<file path="src/fifo_host_pkg.sv">
package fifo_host_pkg;

    // ==========================================================
    // Widths
    // ==========================================================

    // A cache line is carved into 32-bit message chunks
    localparam int CHUNK_WIDTH = 32;
    localparam int CHUNKS_PER_LINE = 4;
    localparam int LINE_WIDTH = CHUNK_WIDTH * CHUNKS_PER_LINE;

    // The ring holds 64 lines so a 6-bit index wraps on its own
    localparam int RING_IDX_WIDTH = 6;
    localparam int LINE_ADDR_WIDTH = 32;

    // The payload count lives in the low half of the header chunk
    localparam int MSG_COUNT_WIDTH = 16;

    localparam int WB_DATA_WIDTH = 32;
    localparam int WB_ADDR_WIDTH = 3;

    // Default number of reads that may be in flight at once
    localparam int SB_DEPTH_DEFAULT = 8;

    typedef logic [LINE_WIDTH-1:0] line_t;
    typedef logic [CHUNK_WIDTH-1:0] chunk_t;
    typedef logic [$clog2(CHUNKS_PER_LINE)-1:0] chunk_idx_t;
    typedef logic [RING_IDX_WIDTH-1:0] ring_idx_t;
    typedef logic [LINE_ADDR_WIDTH-1:0] line_addr_t;
    typedef logic [MSG_COUNT_WIDTH-1:0] msg_count_t;
    typedef logic [WB_DATA_WIDTH-1:0] wb_data_t;
    typedef logic [WB_ADDR_WIDTH-1:0] wb_addr_t;

    // ==========================================================
    // Register map, word addresses on the Wishbone port
    // ==========================================================

    localparam wb_addr_t REG_CTRL = 3'd0;
    localparam wb_addr_t REG_BASE = 3'd1;
    localparam wb_addr_t REG_NEWEST = 3'd2;
    localparam wb_addr_t REG_OLDEST = 3'd3;
    localparam wb_addr_t REG_REQ_COUNT = 3'd4;
    localparam wb_addr_t REG_RSP_COUNT = 3'd5;

    // States of the line-to-chunk unpacker
    typedef enum logic [1:0]
    {
        st_new_message,
        st_read_header,
        st_new_line,
        st_valid_chunk
    } reader_state_t;

endpackage

</file>
<file path="src/fifo_host_csr.sv">
`timescale 1ns/1ps

module fifo_host_csr
(
    input  logic                      clk,
    input  logic                      resetb,

    input  logic                      wb_cyc,
    input  logic                      wb_stb,
    input  logic                      wb_we,
    input  fifo_host_pkg::wb_addr_t   wb_adr,
    input  fifo_host_pkg::wb_data_t   wb_dat_i,
    output fifo_host_pkg::wb_data_t   wb_dat_o,
    output logic                      wb_ack,

    input  fifo_host_pkg::ring_idx_t  oldest_idx,
    input  logic                      rd_req,
    input  logic                      rd_grant,
    input  logic                      rd_rsp_valid,

    output logic                      enable,
    output fifo_host_pkg::line_addr_t base_addr,
    output fifo_host_pkg::ring_idx_t  newest_idx
);

    // A classic cycle is served once, in the cycle before ack goes high
    logic access;
    fifo_host_pkg::wb_data_t rd_mux;
    fifo_host_pkg::wb_data_t req_count;
    fifo_host_pkg::wb_data_t rsp_count;

    assign access = wb_cyc && wb_stb && !wb_ack;

    // Ack is a single-cycle pulse because it blocks a second access
    always_ff @(posedge clk)
    begin
        if (!resetb)
            wb_ack <= 1'b0;
        else
            wb_ack <= access;
    end

    // ==========================================================
    // Control registers
    // ==========================================================

    always_ff @(posedge clk)
    begin
        if (!resetb)
        begin
            enable <= 1'b0;
            base_addr <= '0;
            newest_idx <= '0;
        end
        else if (access && wb_we)
        begin
            // OLDEST and the counters are status only, so those writes fall through
            case (wb_adr)
                fifo_host_pkg::REG_CTRL:   enable <= wb_dat_i[0];
                fifo_host_pkg::REG_BASE:   base_addr <= fifo_host_pkg::line_addr_t'(wb_dat_i);
                fifo_host_pkg::REG_NEWEST: newest_idx <= fifo_host_pkg::ring_idx_t'(wb_dat_i);
                default:                   ;
            endcase
        end
    end

    // Accepted requests and returned responses, for the host to compare
    always_ff @(posedge clk)
    begin
        if (!resetb)
        begin
            req_count <= '0;
            rsp_count <= '0;
        end
        else
        begin
            if (rd_req && rd_grant)
                req_count <= req_count + 1'b1;
            if (rd_rsp_valid)
                rsp_count <= rsp_count + 1'b1;
        end
    end

    // ==========================================================
    // Read path
    // ==========================================================

    always_comb
    begin
        case (wb_adr)
            fifo_host_pkg::REG_CTRL:      rd_mux = {31'b0, enable};
            fifo_host_pkg::REG_BASE:      rd_mux = fifo_host_pkg::wb_data_t'(base_addr);
            fifo_host_pkg::REG_NEWEST:    rd_mux = fifo_host_pkg::wb_data_t'(newest_idx);
            fifo_host_pkg::REG_OLDEST:    rd_mux = fifo_host_pkg::wb_data_t'(oldest_idx);
            fifo_host_pkg::REG_REQ_COUNT: rd_mux = req_count;
            fifo_host_pkg::REG_RSP_COUNT: rd_mux = rsp_count;
            default:                      rd_mux = '0;
        endcase
    end

    // Read data is captured on the same edge that raises ack
    always_ff @(posedge clk)
    begin
        if (access)
            wb_dat_o <= rd_mux;
    end

endmodule

</file>
<file path="src/fifo_host_scoreboard.sv">
`timescale 1ns/1ps

module fifo_host_scoreboard
#(
    parameter int N_ENTRIES = fifo_host_pkg::SB_DEPTH_DEFAULT
)
(
    input  logic                         clk,
    input  logic                         resetb,

    // Slot allocation, one per accepted read request
    input  logic                         alloc,
    output logic                         not_full,
    output logic [$clog2(N_ENTRIES)-1:0] alloc_idx,

    // Response data, written by tag in any order
    input  logic                         enq_en,
    input  logic [$clog2(N_ENTRIES)-1:0] enq_idx,
    input  fifo_host_pkg::line_t         enq_data,

    // In-order release of the oldest slot
    input  logic                         deq,
    output logic                         not_empty,
    output fifo_host_pkg::line_t         head_line
);

    localparam int IDX_W = $clog2(N_ENTRIES);
    localparam int CNT_W = $clog2(N_ENTRIES + 1);

    typedef logic [IDX_W-1:0] slot_t;
    typedef logic [CNT_W-1:0] count_t;

    // Line storage and a per-slot flag that says its response is in
    fifo_host_pkg::line_t mem [N_ENTRIES];
    logic [N_ENTRIES-1:0] filled;

    slot_t head;
    slot_t tail;
    count_t count;
    logic do_alloc;
    logic do_deq;

    // Pointers wrap by hand so that depths other than powers of two work
    function automatic slot_t next_slot(input slot_t s);
        if (s == slot_t'(N_ENTRIES - 1))
            return '0;
        else
            return s + slot_t'(1);
    endfunction

    assign not_full = (count != count_t'(N_ENTRIES));
    assign alloc_idx = tail;

    // The head is only released once its own response has arrived
    assign not_empty = filled[head];
    assign head_line = mem[head];

    assign do_alloc = alloc && not_full;
    assign do_deq = deq && not_empty;

    // ==========================================================
    // Occupancy tracking
    // ==========================================================

    always_ff @(posedge clk)
    begin
        if (!resetb)
        begin
            head <= '0;
            tail <= '0;
            count <= '0;
        end
        else
        begin
            if (do_alloc)
                tail <= next_slot(tail);
            if (do_deq)
                head <= next_slot(head);

            case ({do_alloc, do_deq})
                2'b10:   count <= count + count_t'(1);
                2'b01:   count <= count - count_t'(1);
                default: count <= count;
            endcase
        end
    end

    // A slot being freed is never the slot of an incoming response
    always_ff @(posedge clk)
    begin
        if (!resetb)
            filled <= '0;
        else
        begin
            if (do_deq)
                filled[head] <= 1'b0;
            if (enq_en)
                filled[enq_idx] <= 1'b1;
        end
    end

    always_ff @(posedge clk)
    begin
        if (enq_en)
            mem[enq_idx] <= enq_data;
    end

endmodule

</file>
<file path="src/fifo_host_reader.sv">
`timescale 1ns/1ps

module fifo_host_reader
#(
    parameter int SB_ENTRIES = fifo_host_pkg::SB_DEPTH_DEFAULT
)
(
    input  logic                          clk,
    input  logic                          resetb,

    // Steering from the register block
    input  logic                          enable,
    input  fifo_host_pkg::line_addr_t     base_addr,
    input  fifo_host_pkg::ring_idx_t      newest_idx,
    output fifo_host_pkg::ring_idx_t      oldest_idx,

    // Memory read requests
    output logic                          rd_req,
    input  logic                          rd_grant,
    output fifo_host_pkg::line_addr_t     rd_addr,
    output logic [$clog2(SB_ENTRIES)-1:0] rd_tag,

    // Tagged responses, possibly out of order
    input  logic                          rd_rsp_valid,
    input  logic [$clog2(SB_ENTRIES)-1:0] rd_rsp_tag,
    input  fifo_host_pkg::line_t          rd_rsp_data,

    // Client chunk stream
    output fifo_host_pkg::chunk_t         rx_data,
    output logic                          rx_rdy,
    input  logic                          rx_enable
);

    localparam int TAG_W = $clog2(SB_ENTRIES);
    localparam int CW = fifo_host_pkg::CHUNK_WIDTH;
    localparam int LW = fifo_host_pkg::LINE_WIDTH;

    typedef logic [TAG_W-1:0] slot_t;

    // Ring slot of the next line to request
    fifo_host_pkg::ring_idx_t next_req_idx;
    logic req_accept;

    fifo_host_pkg::reader_state_t state;
    fifo_host_pkg::line_t cur_line;
    fifo_host_pkg::line_t cur_line_rot;
    fifo_host_pkg::msg_count_t num_chunks;
    fifo_host_pkg::chunk_idx_t chunk_in_line;

    logic sb_not_full;
    logic sb_not_empty;
    logic sb_deq;
    slot_t sb_alloc_idx;
    fifo_host_pkg::line_t sb_head_line;

    // ==========================================================
    // Request issue
    // ==========================================================

    // Stop at the host's newest index and when every scoreboard slot is taken
    assign rd_req = enable && (next_req_idx != newest_idx) && sb_not_full;
    assign req_accept = rd_req && rd_grant;

    // Adding the index keeps the ring free of any alignment need on base
    assign rd_addr = base_addr + fifo_host_pkg::line_addr_t'(next_req_idx);
    assign rd_tag = sb_alloc_idx;

    always_ff @(posedge clk)
    begin
        if (!resetb)
            next_req_idx <= '0;
        else if (req_accept)
            next_req_idx <= next_req_idx + 1'b1;
    end

    // Slots become free for the host as lines leave the scoreboard in order
    always_ff @(posedge clk)
    begin
        if (!resetb)
            oldest_idx <= '0;
        else if (sb_deq)
            oldest_idx <= oldest_idx + 1'b1;
    end

    fifo_host_scoreboard #(.N_ENTRIES(SB_ENTRIES)) scoreboard_inst
    (
        .clk       (clk),
        .resetb    (resetb),
        .alloc     (req_accept),
        .not_full  (sb_not_full),
        .alloc_idx (sb_alloc_idx),
        .enq_en    (rd_rsp_valid),
        .enq_idx   (rd_rsp_tag),
        .enq_data  (rd_rsp_data),
        .deq       (sb_deq),
        .not_empty (sb_not_empty),
        .head_line (sb_head_line)
    );

    // ==========================================================
    // Line-to-chunk unpacker
    // ==========================================================

    // A line is taken only in the two states that wait for one
    assign sb_deq = sb_not_empty &&
                    ((state == fifo_host_pkg::st_new_message) ||
                     (state == fifo_host_pkg::st_new_line));

    // The chunk on offer always sits in the low word of the line
    assign cur_line_rot = {cur_line[CW-1:0], cur_line[LW-1:CW]};
    assign rx_data = cur_line[CW-1:0];
    assign rx_rdy = (state == fifo_host_pkg::st_valid_chunk);

    always_ff @(posedge clk)
    begin
        if (!resetb)
            state <= fifo_host_pkg::st_new_message;
        else
        begin
            case (state)
                fifo_host_pkg::st_new_message:
                    if (sb_not_empty)
                        state <= fifo_host_pkg::st_read_header;
                fifo_host_pkg::st_read_header:
                    state <= fifo_host_pkg::st_valid_chunk;
                fifo_host_pkg::st_new_line:
                    if (sb_not_empty)
                        state <= fifo_host_pkg::st_valid_chunk;
                fifo_host_pkg::st_valid_chunk:
                    if (rx_enable)
                    begin
                        // End of message wins, and any chunks left in the line are dropped
                        if (num_chunks == fifo_host_pkg::msg_count_t'(1))
                            state <= fifo_host_pkg::st_new_message;
                        else if (chunk_in_line ==
                                 fifo_host_pkg::chunk_idx_t'(fifo_host_pkg::CHUNKS_PER_LINE - 1))
                            state <= fifo_host_pkg::st_new_line;
                    end
            endcase
        end
    end

    // Current line, payload count and position within the line
    always_ff @(posedge clk)
    begin
        case (state)
            fifo_host_pkg::st_new_message:
                if (sb_deq)
                    cur_line <= sb_head_line;
            fifo_host_pkg::st_read_header:
            begin
                // Header chunk gives the count and is rotated out of view
                num_chunks <= cur_line[fifo_host_pkg::MSG_COUNT_WIDTH-1:0];
                chunk_in_line <= fifo_host_pkg::chunk_idx_t'(1);
                cur_line <= cur_line_rot;
            end
            fifo_host_pkg::st_new_line:
                if (sb_deq)
                begin
                    cur_line <= sb_head_line;
                    chunk_in_line <= '0;
                end
            fifo_host_pkg::st_valid_chunk:
                if (rx_enable)
                begin
                    num_chunks <= num_chunks - 1'b1;
                    chunk_in_line <= chunk_in_line + 1'b1;
                    cur_line <= cur_line_rot;
                end
        endcase
    end

endmodule

</file>
<file path="src/fifo_host_top.sv">
`timescale 1ns/1ps

module fifo_host_top
#(
    parameter int SB_ENTRIES = fifo_host_pkg::SB_DEPTH_DEFAULT
)
(
    input  logic                          clk,
    input  logic                          resetb,

    // Wishbone classic register port
    input  logic                          wb_cyc,
    input  logic                          wb_stb,
    input  logic                          wb_we,
    input  fifo_host_pkg::wb_addr_t       wb_adr,
    input  fifo_host_pkg::wb_data_t       wb_dat_i,
    output fifo_host_pkg::wb_data_t       wb_dat_o,
    output logic                          wb_ack,

    // Memory read requests
    output logic                          rd_req,
    input  logic                          rd_grant,
    output fifo_host_pkg::line_addr_t     rd_addr,
    output logic [$clog2(SB_ENTRIES)-1:0] rd_tag,

    // Memory read responses
    input  logic                          rd_rsp_valid,
    input  logic [$clog2(SB_ENTRIES)-1:0] rd_rsp_tag,
    input  fifo_host_pkg::line_t          rd_rsp_data,

    // Client chunk stream
    output fifo_host_pkg::chunk_t         rx_data,
    output logic                          rx_rdy,
    input  logic                          rx_enable
);

    // Register block to reader steering and the oldest index coming back
    logic enable;
    fifo_host_pkg::line_addr_t base_addr;
    fifo_host_pkg::ring_idx_t newest_idx;
    fifo_host_pkg::ring_idx_t oldest_idx;

    fifo_host_csr csr_inst
    (
        .clk          (clk),
        .resetb       (resetb),
        .wb_cyc       (wb_cyc),
        .wb_stb       (wb_stb),
        .wb_we        (wb_we),
        .wb_adr       (wb_adr),
        .wb_dat_i     (wb_dat_i),
        .wb_dat_o     (wb_dat_o),
        .wb_ack       (wb_ack),
        .oldest_idx   (oldest_idx),
        .rd_req       (rd_req),
        .rd_grant     (rd_grant),
        .rd_rsp_valid (rd_rsp_valid),
        .enable       (enable),
        .base_addr    (base_addr),
        .newest_idx   (newest_idx)
    );

    fifo_host_reader #(.SB_ENTRIES(SB_ENTRIES)) reader_inst
    (
        .clk          (clk),
        .resetb       (resetb),
        .enable       (enable),
        .base_addr    (base_addr),
        .newest_idx   (newest_idx),
        .oldest_idx   (oldest_idx),
        .rd_req       (rd_req),
        .rd_grant     (rd_grant),
        .rd_addr      (rd_addr),
        .rd_tag       (rd_tag),
        .rd_rsp_valid (rd_rsp_valid),
        .rd_rsp_tag   (rd_rsp_tag),
        .rd_rsp_data  (rd_rsp_data),
        .rx_data      (rx_data),
        .rx_rdy       (rx_rdy),
        .rx_enable    (rx_enable)
    );

endmodule

</file>
<file path="config.mk">
export PLATFORM = sky130hd
export DESIGN_NAME = fifo_host_top
export DESIGN_NICKNAME = d
export VERILOG_FILES = /design/src/fifo_host_pkg.sv /design/src/fifo_host_csr.sv /design/src/fifo_host_scoreboard.sv /design/src/fifo_host_reader.sv /design/src/fifo_host_top.sv
export SDC_FILE = /design/constraint.sdc
export NUM_CORES = 1
export LEC_CHECK = 0
export BUFFER_PORTS_ARGS = -buffer_cell sky130_fd_sc_hd__buf_2
export CAP_MARGIN = 20
export CORE_ASPECT_RATIO = 1.2
export CORE_MARGIN = 10
export CORE_UTILIZATION = 35
export CTS_BUF_LIST = sky130_fd_sc_hd__clkbuf_2
export CTS_CLUSTER_SIZE = 12
export DETAILED_ROUTE_END_ITERATION = 7
export GPL_TIMING_DRIVEN = 1
export PLACE_DENSITY = 0.51
export SYNTH_ARGS = -nofsm -noshare
export SYNTH_HDL_FRONTEND = slang
export SYNTH_HIERARCHICAL = 1
export SYNTH_SLANG_ARGS = --single-unit
</file>
<file path="constraint.sdc">
create_clock -name clk -period 16.4 [get_ports clk]
set_clock_uncertainty 0.2 [all_clocks]
set_input_delay 0.82 -clock clk [delete_from_list [all_inputs] [get_ports clk]]
set_output_delay 0.82 -clock clk [all_outputs]
set_load 0.01 [all_outputs]
</file>
==> results of run 1 <==
flip-flops by register name, summed over array words and instances (netlist names), 2 cells and up, named ones only:
register                               cells
csr_inst/rsp_count                        32
reader_inst/cur_line                     128
csr_inst/newest_idx                        6
csr_inst/wb_dat_o                         32
csr_inst/base_addr                        32
reader_inst/num_chunks                    16
reader_inst/next_req_idx                   6
reader_inst/scoreboard_inst/mem         1024
reader_inst/scoreboard_inst/head           3
csr_inst/req_count                        32
reader_inst/state                          2
reader_inst/chunk_in_line                  2
reader_inst/scoreboard_inst/alloc_idx      3
reader_inst/scoreboard_inst/count          4
reader_inst/oldest_idx                     6
reader_inst/scoreboard_inst/filled         8
critical path: stages, from the launching register on:
cell	delay, ns
dfxtp_1	0.41
ha_1	0.26
fa_1	0.41
a21o_1	0.20
a221oi_1	0.27
buf_4	0.28
nor3_1	0.09
xor2_1	0.46
buf_2	0.23
routing by layer:
metal | GRT usage (%) | wire length, um | vias up
met5 | 0 | 247 | -
met4 | 4.43 | 2690 | 42
met3 | 4.56 | 8070 | 266
met2 | 27.0 | 69200 | 832
met1 | 19.4 | 57400 | 15300
li1 | - | - | 13700
power by group through the flow:
stage | Clock (uW) | Combinational [uW] | Sequential (uW)
floorplan | 0 | 431 | 4110
global placement | 0 | 622 | 4170
detailed placement | 0 | 625 | 4170
CTS | 2270 | 700 | 4090
global route | 2460 | 743 | 4100
finish | 2160 | 685 | 4080
worst max path at each step:
| stage | start | slack, ns | to |
|---|---|---|---|
| after floorplan | rd_rsp_tag[2] | 5.62 | reader_inst/scoreboard_inst/filled[0] |
| after global placement | flip-flop | 11.55 | reader_inst/cur_line[16] |
| after detailed placement | flip-flop | 11.52 | reader_inst/cur_line[81] |
| after CTS | reader_inst/next_req_idx[0] | 10.70 | rd_addr[24] |
| after global routing | reader_inst/next_req_idx[0] | 10.62 | rd_addr[24] |
| final | reader_inst/next_req_idx[0] | 11.07 | rd_addr[24] |
kinds of logic after synthesis:
logic type,synth area share [%]
flops,71.5
mux,17.3
simple gates,4.27
compound gates,2.78
buf+inv,2.26
xor+xnor,1.16
fa+ha+maj,0.649
cell type report:
cell class	instances	area share (%)
sequential	1341	60.1
multi-input combinational	1356	22.1
timing repair buffer	718	8.99
tap	2080	4.02
clock buffer	499	3.86
clock inverter	94	0.609
inverter	27	0.157
antenna	23	0.0890
through the flow:
step	power (uW)	cell area [um^2]	utilization (%)
2_1_floorplan	4540	54300	-
3_3_place_gp	4790	57700	37.4
3_5_place_dp	4790	57700	37.4
4_1_cts	7060	64500	41.8
5_1_grt	7300	64700	41.9
6_report	6930	64700	41.9
layout by cell type (no fill, tap or decap), types with 24 or more instances in the layout:
cell type,count
nor2_1,83
clkbuf_2,499
mux4_2,210
buf_4,39
a22oi_1,33
mux2_2,284
nand3_1,34
inv_1,26
mux4_1,46
o21ai_0,37
clkinv_1,77
a21oi_1,89
dfxtp_1,136
xor2_1,39
ha_1,24
nand2_1,138
mux2i_1,29
xnor2_1,33
buf_2,275
dlygate4sd3_1,396
edfxtp_1,1202
==> key figures, run 1 <==
Outcome
  • Outcome: finished clean

Global routing
  • All-Layer GR Usage: between 15 and 20%
  • Largest net degree at the start of global routing: 130
  • Vias in the first global route: around 32000
  • Antenna violations before repair: 47
  • First-pass GRT wire length: between 200000 and 250000 um
  • Remaining Overflow, GRT: 0

Final layout
  • Final nets: ~4000
  • Area growth syn-to-layout: 19.0%
  • Area of the multi-input gates: approximately 14000 um^2
  • FF+latch area: 38900 um^2
  • Fin cells: just over 6000
  • Fillcell total: 14200
  • Layout cells sized above 1: between 30% and 40%

Timing
  • Final WS setup: between 10 and 15 ns
  • Final setup viols: 0
  • Final hold slack: about 0.24 ns
  • Max-slew violations: 0
  • Fmax: 188 MHz
  • Worst slew pin tran: approximately 1.1 ns
  • Slew headroom: between 20% and 30%
  • Final worst-path cycle share: about a third
  • Setup TNS: 0 ns
  • Fin crit period: 5.33 ns
  • RSZ-0062 raised after global routing: false
  • Fin. Hold Viols: 0

Floorplan
  • Core ar.: about 150000 um^2
  • Row count: between 150 and 200
  • Initial core utilization: between 30% and 40%
  • Die H: between 400 and 500 um
  • Die width: roughly 380 um
  • DIE AREA: ~170000 um^2
  • I/O pin count: 276

Hold path
  • Hold_sp: rd_rsp_valid
  • Hold path depth: 5
  • Worst hold endpoint: csr_inst/rsp_count[3]
  • Min-Delay Path Class: primary input to flip-flop

Clocking
  • # H-tree levels: 5
  • Worst-Skew Late Latency: between 1.5 and 2 ns
  • Post-CTS Setup Inserts: 0
  • CTS sink cnt: ~1300
  • TritonCTS Buffers: about 350
  • CTS tree: yes
  • Clock root buffer: clkbuf_2
  • CTS resizes: 0
  • # hold bufs at CTS: 396
  • CTS clk-pin slew, worst paths: 0.11 ns
  • Clock Path Buffers: 4

Pwr
  • Clk pwr share: a little under a third
  • Seq pwr share: roughly 60%
  • NetSw: approximately 1800 uW
  • P_leak: approximately 0.022 uW
  • Combinational share of power: around a tenth
  • Switching Fraction: about a quarter
  • Power Density: around 110 nW/um^2
  • Worst VDD drop: 82.9 uV
  • Internal power: a little over 5000 uW

Detailed routing
  • Post-route DRC: 0
  • Via-per-instance ratio: between 4 and 5
  • Via count: about 30000
  • DRT Pass-1 Iters: 5
  • Routed Antenna Nets: 0
  • WL final: between 100000 and 150000 um
  • DR WL/cell: between 20 and 25 um
  • Drt first-iter violations: approximately 1700

Synth
  • Syn Std Cell Area: 54300 um^2
  • Mapped Cells: approximately 2900
  • Ys flop type: edfxtp_1
  • Yosys warns: 6
  • Commonest cells in the netlist: edfxtp_1, mux2_2, mux4_2
  • Post-synth top area share: around 66%
  • Post-synthesis sequential area ratio: 71.5%
  • Asr flop ratio synth: 0%
  • Syn_nets: ~3100
  • Yosys top cell by area: edfxtp_1
  • Top cells by area, synth: edfxtp_1, mux4_2, mux2_2
  • Flops & latches, synth: 1341
  • Post-synth cell types: 70
  • Syn avg cell area: 18.7 um^2
  • Number of flops mapped to enable cells by yosys: ~1200
  • Most common cell in the netlist: edfxtp_1

Flow run
  • Max Cap Violations: 0

Placed design
  • Dpl hpwl: 75800 um
  • Post-placement cell count: a little over 5000
  • Gpl congestion: ~0.77
  • DP Worst Slack: ~12 ns
  • PortBufs: around 280

Worst setup path
  • CP endpoint kind: output port
  • Critical Path AT: about 4.3 ns
  • CP Max Fanout: 13
  • Startpoint Class: flip-flop
  • Critical path class: flip-flop to output port
  • Worst r2r path cells: 6
  • Worst EP required: ~15 ns
  • End of the worst register-to-register path: reader_inst/cur_line[80]
  • R2r setup slk: roughly 12 ns
No activity file was read; power rests on OpenSTA's default activity.
==> run 2, diff against run 1 <==
- PLACE_DENSITY: 0.51 -> 0.53
- clock period: 16.4 -> 4.75 ns (I/O delays scaled with it)
==> key figures, run 2 (synthesized netlist as in run 1, its figures left out) <==
Worst setup path
  • CP endpoint kind: output port
  • Critical Path AT: approximately 3.9 ns
  • Cell chain of the critical path: ha_1, fa_1, a21o_1, a221oi_4, buf_4, nor4_1, xor2_1, buf_2
  • End of the worst register-to-register path: csr_inst/newest_idx[2]
  • CP max-delay cell: fa_1
  • CP Max Fanout: 7
  • Reg2reg start: csr_inst/wb_ack
  • R2r setup slk: 0.81 ns
  • Critical path class: flip-flop to output port
  • Startpoint Class: flip-flop
  • CP peak stage delay: between 0.4 and 0.5 ns
  • Worst EP required: approximately 4.3 ns
  • Worst r2r path cells: 8

Pwr
  • Internal power: between 15000 and 20000 uW
  • Total chip power: roughly 24000 uW
  • Power Density: 362 nW/um^2
  • P_leak: 0.0224 uW
  • Combinational share of power: 10.2%
  • Switching Fraction: between 20% and 30%
  • Worst VDD drop: 376 uV
  • NetSw: 6180 uW
  • Clk pwr share: between 30% and 40%
  • Seq pwr share: between 50% and 60%

Final layout
  • Top reg by flops: reader_inst/scoreboard_inst/mem
  • Most common cell after layout, fill and taps aside: edfxtp_1
  • Area growth syn-to-layout: 22.9%
  • Fin cells: roughly 6300
  • Final nets: between 4000 and 5000
  • Layout cells sized above 1: roughly 33%
  • Max FFs per register: 1024
  • Most frequent cells in the layout: edfxtp_1, dlygate4sd3_1, clkbuf_2
  • Largest regs: reader_inst/scoreboard_inst/mem (1024), reader_inst/cur_line (128)

Placed design
  • Gpl congestion: between 0.8 and 0.9
  • Dpl hpwl: between 70000 and 80000 um
  • DP Worst Slack: roughly 1.1 ns
  • Post-placement cell count: between 5000 and 6000
  • PortBufs: between 200 and 300

Floorplan
  • DIE AREA: between 150000 and 200000 um^2
  • Core ar.: 154000 um^2
  • Row count: 158
  • Die H: ~450 um
  • I/O pin count: roughly 280
  • Initial core utilization: 35.2%
  • Die width: 380 um

Timing
  • Final worst-path cycle share: between 90% and 100%
  • Fin. Hold Viols: 0
  • Worst slew pin tran: between 1 and 1.5 ns
  • RSZ-0062 raised after global routing: false
  • Fmax: around 230 MHz
  • Slew headroom: about 28%
  • Fin crit period: 4.35 ns
  • Final setup viols: 0
  • Max-slew violations: 0
  • Setup TNS: 0 ns
  • Final WS setup: approximately 0.40 ns

Global routing
  • First-pass GRT wire length: 205000 um
  • Largest net degree at the start of global routing: roughly 130
  • Vias in the first global route: ~33000
  • Remaining Overflow, GRT: 0
  • Antenna violations before repair: 9
  • All-Layer GR Usage: around 16%

Hold path
  • Hold path depth: 5
  • Hold_sp: rd_rsp_valid
  • Min-Delay Path Class: primary input to flip-flop
  • Worst hold endpoint: csr_inst/rsp_count[0]

Clocking
  • CTS tree: yes
  • TritonCTS Buffers: between 300 and 400
  • CTS sink cnt: 1341
  • Worst-Skew Late Latency: approximately 1.7 ns
  • Clock root buffer: clkbuf_2
  • CTS clk-pin slew, worst paths: ~0.10 ns
  • # H-tree levels: 5
  • Clock Path Buffers: 4

Flow run
  • Max Cap Violations: 0

Detailed routing
  • WL final: 135000 um
  • DR WL/cell: 21.4 um
  • Drt first-iter violations: 1915
  • Via count: around 31000
  • Post-route DRC: 0
  • Via-per-instance ratio: 4.88
  • Routed Antenna Nets: 0
  • DRT Pass-1 Iters: 5

Outcome
  • Outcome: finished clean
## run 2: final cells by class
class | instances | area [um^2]
timing repair buffer | 902 | 7810
tap | 2080 | 2600
inverter | 27 | 101
clock inverter | 85 | 463
antenna | 18 | 45.0
fill | 13900 | 87600
clock buffer | 502 | 2510
sequential | 1341 | 38900
multi-input combinational | 1356 | 14300
## run 2: per-layer routing
metal / track usage [%] / vias to the layer above / wire, um
met5: 0 / - / 22
met4: 4.27 / 6 / 2600
met3: 4.14 / 222 / 7190
met2: 26.0 / 863 / 66400
met1: 19.8 / 15700 / 58700
li1: - / 14100 / -
## run 2: power groups by stage
| stage | logic [uW] | registers [uW] | clock network (uW) |
|---|---|---|---|
| global route | 2660 | 14100 | 8670 |
| finish | 2450 | 14000 | 7660 |
| global placement | 2120 | 14300 | 0 |
| CTS | 2510 | 14000 | 8040 |
| floorplan | 1490 | 14200 | 0 |
| detailed placement | 2140 | 14300 | 0 |
## run 2: worst max-delay path by stage
stage,from,to,slack (ns),cells past startpoint
after floorplan,rd_rsp_tag[0],reader_inst/scoreboard_inst/mem[5][0],-1.82,2
after global placement,reader_inst/scoreboard_inst/head[1],reader_inst/scoreboard_inst/count[3],1.10,12
after detailed placement,reader_inst/scoreboard_inst/head[1],reader_inst/scoreboard_inst/count[3],1.10,12
after CTS,reader_inst/next_req_idx[0],rd_addr[30],0.07,8
after global routing,reader_inst/next_req_idx[0],rd_addr[22],0.03,8
final,csr_inst/base_addr[0],rd_addr[30],0.40,8
## run 2: timing repair
item | 4_1_cts | 5_1_grt
endpoints found under the hold margin | 2397 | 0
setup buffers | 0 | 1
hold buffers | 567 | 0
resized for setup | 0 | 4
setup endpoints to repair | 0 | 2
## run 2: critical path, delay by kind of cell, from the launching register on
kind	cells	cell delay, ns
and+or+nand+nor	1	0.07
xor gates and xnor gates	1	0.22
AOI/OAI and AO/OA	2	0.58
buffers and inverters	2	0.39
adders and majority gates	2	0.66
DFF	1	0.38
## run 2: per-stage QoR
| step | hold WS, ns | utilization, % | instance area [um^2] |
|---|---|---|---|
| after global routing | 0.0582 | 43.2 | 66800 |
| after floorplan | 0.136 | - | 54400 |
| after CTS | 0.00266 | 43.2 | 66700 |
| after global placement | 0.261 | 37.6 | 58000 |
| after detailed placement | 0.267 | 37.6 | 58000 |
| final | 0.238 | 43.2 | 66800 |
==> run 3, diff against run 2 <==
- BUFFER_PORTS_ARGS: -buffer_cell sky130_fd_sc_hd__buf_2 -> unset
- DONT_BUFFER_PORTS: unset -> 1
- PLACE_DENSITY: 0.53 -> 0.52
==> key figures, run 3 (synthesized netlist as in run 1, its figures left out) <==
Final layout
  • Final nets: approximately 3900
  • Top reg by flops: reader_inst/scoreboard_inst/mem
  • Final Core Density: between 40% and 50%
  • Most common cell after layout, fill and taps aside: edfxtp_1
  • Fillcell total: 13700
  • Area growth syn-to-layout: 21.4%
  • Most frequent cells in the layout: edfxtp_1, dlygate4sd3_1, clkbuf_2
  • Max FFs per register: around 1000
  • FF+latch area: around 39000 um^2
  • Area of the multi-input gates: 14300 um^2
  • Fin cells: a little over 6000
  • Largest regs: reader_inst/scoreboard_inst/mem (1024), reader_inst/cur_line (128)
  • Layout cells sized above 1: 27.2%

Timing
  • Worst slew pin tran: 1.08 ns
  • Final worst-path cycle share: about 95%
  • Setup TNS: 0 ns
  • Fin crit period: about 4.5 ns
  • Max-slew violations: 0
  • Slew headroom: between 20% and 30%
  • Final setup viols: 0
  • Fin. Hold Viols: 0
  • Fmax: ~220 MHz
  • RSZ-0062 raised after global routing: false

Clocking
  • Clock root buffer: clkbuf_2
  • CTS sink cnt: ~1300
  • # H-tree levels: 5
  • TritonCTS Buffers: approximately 340
  • CTS clk-pin slew, worst paths: 0.13 ns
  • Worst-Skew Late Latency: between 1.5 and 2 ns
  • Clock Path Buffers: 4
  • CTS tree: yes

Global routing
  • Antenna violations before repair: 12
  • Remaining Overflow, GRT: 0
  • Vias in the first global route: roughly 33000
  • GRT met1 Usage: between 10% and 20%
  • Gr busiest metal: met2
  • Met3 usage: 4.37%
  • Grt met2 use: 27.6%
  • First-pass GRT wire length: slightly above 200000 um
  • Largest net degree at the start of global routing: ~130
  • All-Layer GR Usage: ~16%

Floorplan
  • I/O pin count: around 280
  • Initial core utilization: about a third
  • Die width: 380 um
  • Die H: about 450 um
  • DIE AREA: 172000 um^2
  • Row count: 158
  • Core ar.: 154000 um^2

Worst setup path
  • Critical path class: flip-flop to flip-flop
  • Startpoint Class: flip-flop
  • CP Max Fanout: 34
  • CP endpoint kind: flip-flop
  • Critical Path AT: approximately 5.8 ns
  • Worst EP required: approximately 6 ns

Placed design
  • Dpl hpwl: around 77000 um
  • Gpl congestion: ~0.80
  • Post-placement cell count: 4850
  • PortBufs: 0

Detailed routing
  • Via count: roughly 30000
  • Post-route DRC: 0
  • DR WL/cell: 22.6 um
  • Via-per-instance ratio: between 5 and 6
  • WL final: 137000 um
  • DRT Pass-1 Iters: 7
  • Drt first-iter violations: 2091
  • Routed Antenna Nets: 0

Outcome
  • Outcome: finished clean

Pwr
  • Total chip power: 23900 uW
  • Power Density: 362 nW/um^2
  • P_leak: around 0.022 uW
  • Worst VDD drop: roughly 360 uV

Flow run
  • Max Cap Violations: 0

Hold path
  • Min-Delay Path Class: flip-flop to flip-flop
run 3: changes by cell type in the layout (fill, tap and decap cells not counted), moves of 2 or more:
cell / change
clkinv_1: +10
dlygate4sd3_1: +55
diode_2: -9
bufinv_16: -2
buf_4: -17
buf_16: +3
clkbuf_2: -24
buf_2: -276
clkinv_2: +10
buf_12: +9
run 3: metal layers:
layer / share of wire, % / vias up / wire length [um]
li1: - / 13600 / -
met1: 40 / 15600 / 55400
met2: 51 / 928 / 70300
met3: 6.1 / 238 / 8400
met4: 2.1 / 8 / 2930
met5: 0.033 / - / 45
run 3: final timing paths:
kind,startpoint,end,slack [ns],depth (start not counted)
worst max register to register,csr_inst/wb_ack,csr_inst/base_addr[6],0.25,11
worst min register to register,csr_inst/req_count[31],csr_inst/req_count[31],0.28,2
worst min-delay path,csr_inst/req_count[31],csr_inst/req_count[31],0.28,2
worst max-delay path,csr_inst/wb_ack,csr_inst/base_addr[6],0.25,11
run 3: power breakdown:
group          switching, uW  total (uW)  internal (uW)
clock                   4580        7450           2870
combinational           1170        2290           1120
sequential               417       14100          13700
total                   6160       23900          17700
run 3: per-stage QoR:
step                      worst slack [ns]  hold WS, ns  instance area [um^2]
after floorplan                      -1.82        0.136                 54400
after global placement                1.10        0.137                 56600
after detailed placement              1.04        0.137                 56600
after CTS                            0.163      0.00114                 66000
after global routing                0.0764       0.0896                 66000
final                                0.250        0.281                 66000
run 3: final cells by class:
class | instances | share of cell area (%)
Timing Repair Buffer | 678 | 10.8
Clock inverter | 105 | 0.762
Antenna cell | 9 | 0.0341
Inverter | 27 | 0.154
Multi-Input combinational cell | 1356 | 21.7
Clock buffer | 478 | 3.63
Tap cell | 2080 | 3.94
Sequential cell | 1341 | 58.9
run 3: worst max-delay path, stage by stage (launching register included):
cell           delay (ns)
dfxtp_1              0.37
nand3b_1             0.16
dlygate4sd3_1        0.55
dlygate4sd3_1        0.62
inv_1                0.09
buf_4                0.38
and4b_2              0.45
buf_8                0.24
nand2_1              0.07
dlygate4sd3_1        0.55
a21oi_1              0.17
dlygate4sd3_1        0.58
run 3: repair_timing:
action	CTS	global route
resized for setup	0	2
endpoints found under the hold margin	2397	0
setup buffers	0	0
hold buffers	632	0
setup endpoints to repair	0	10
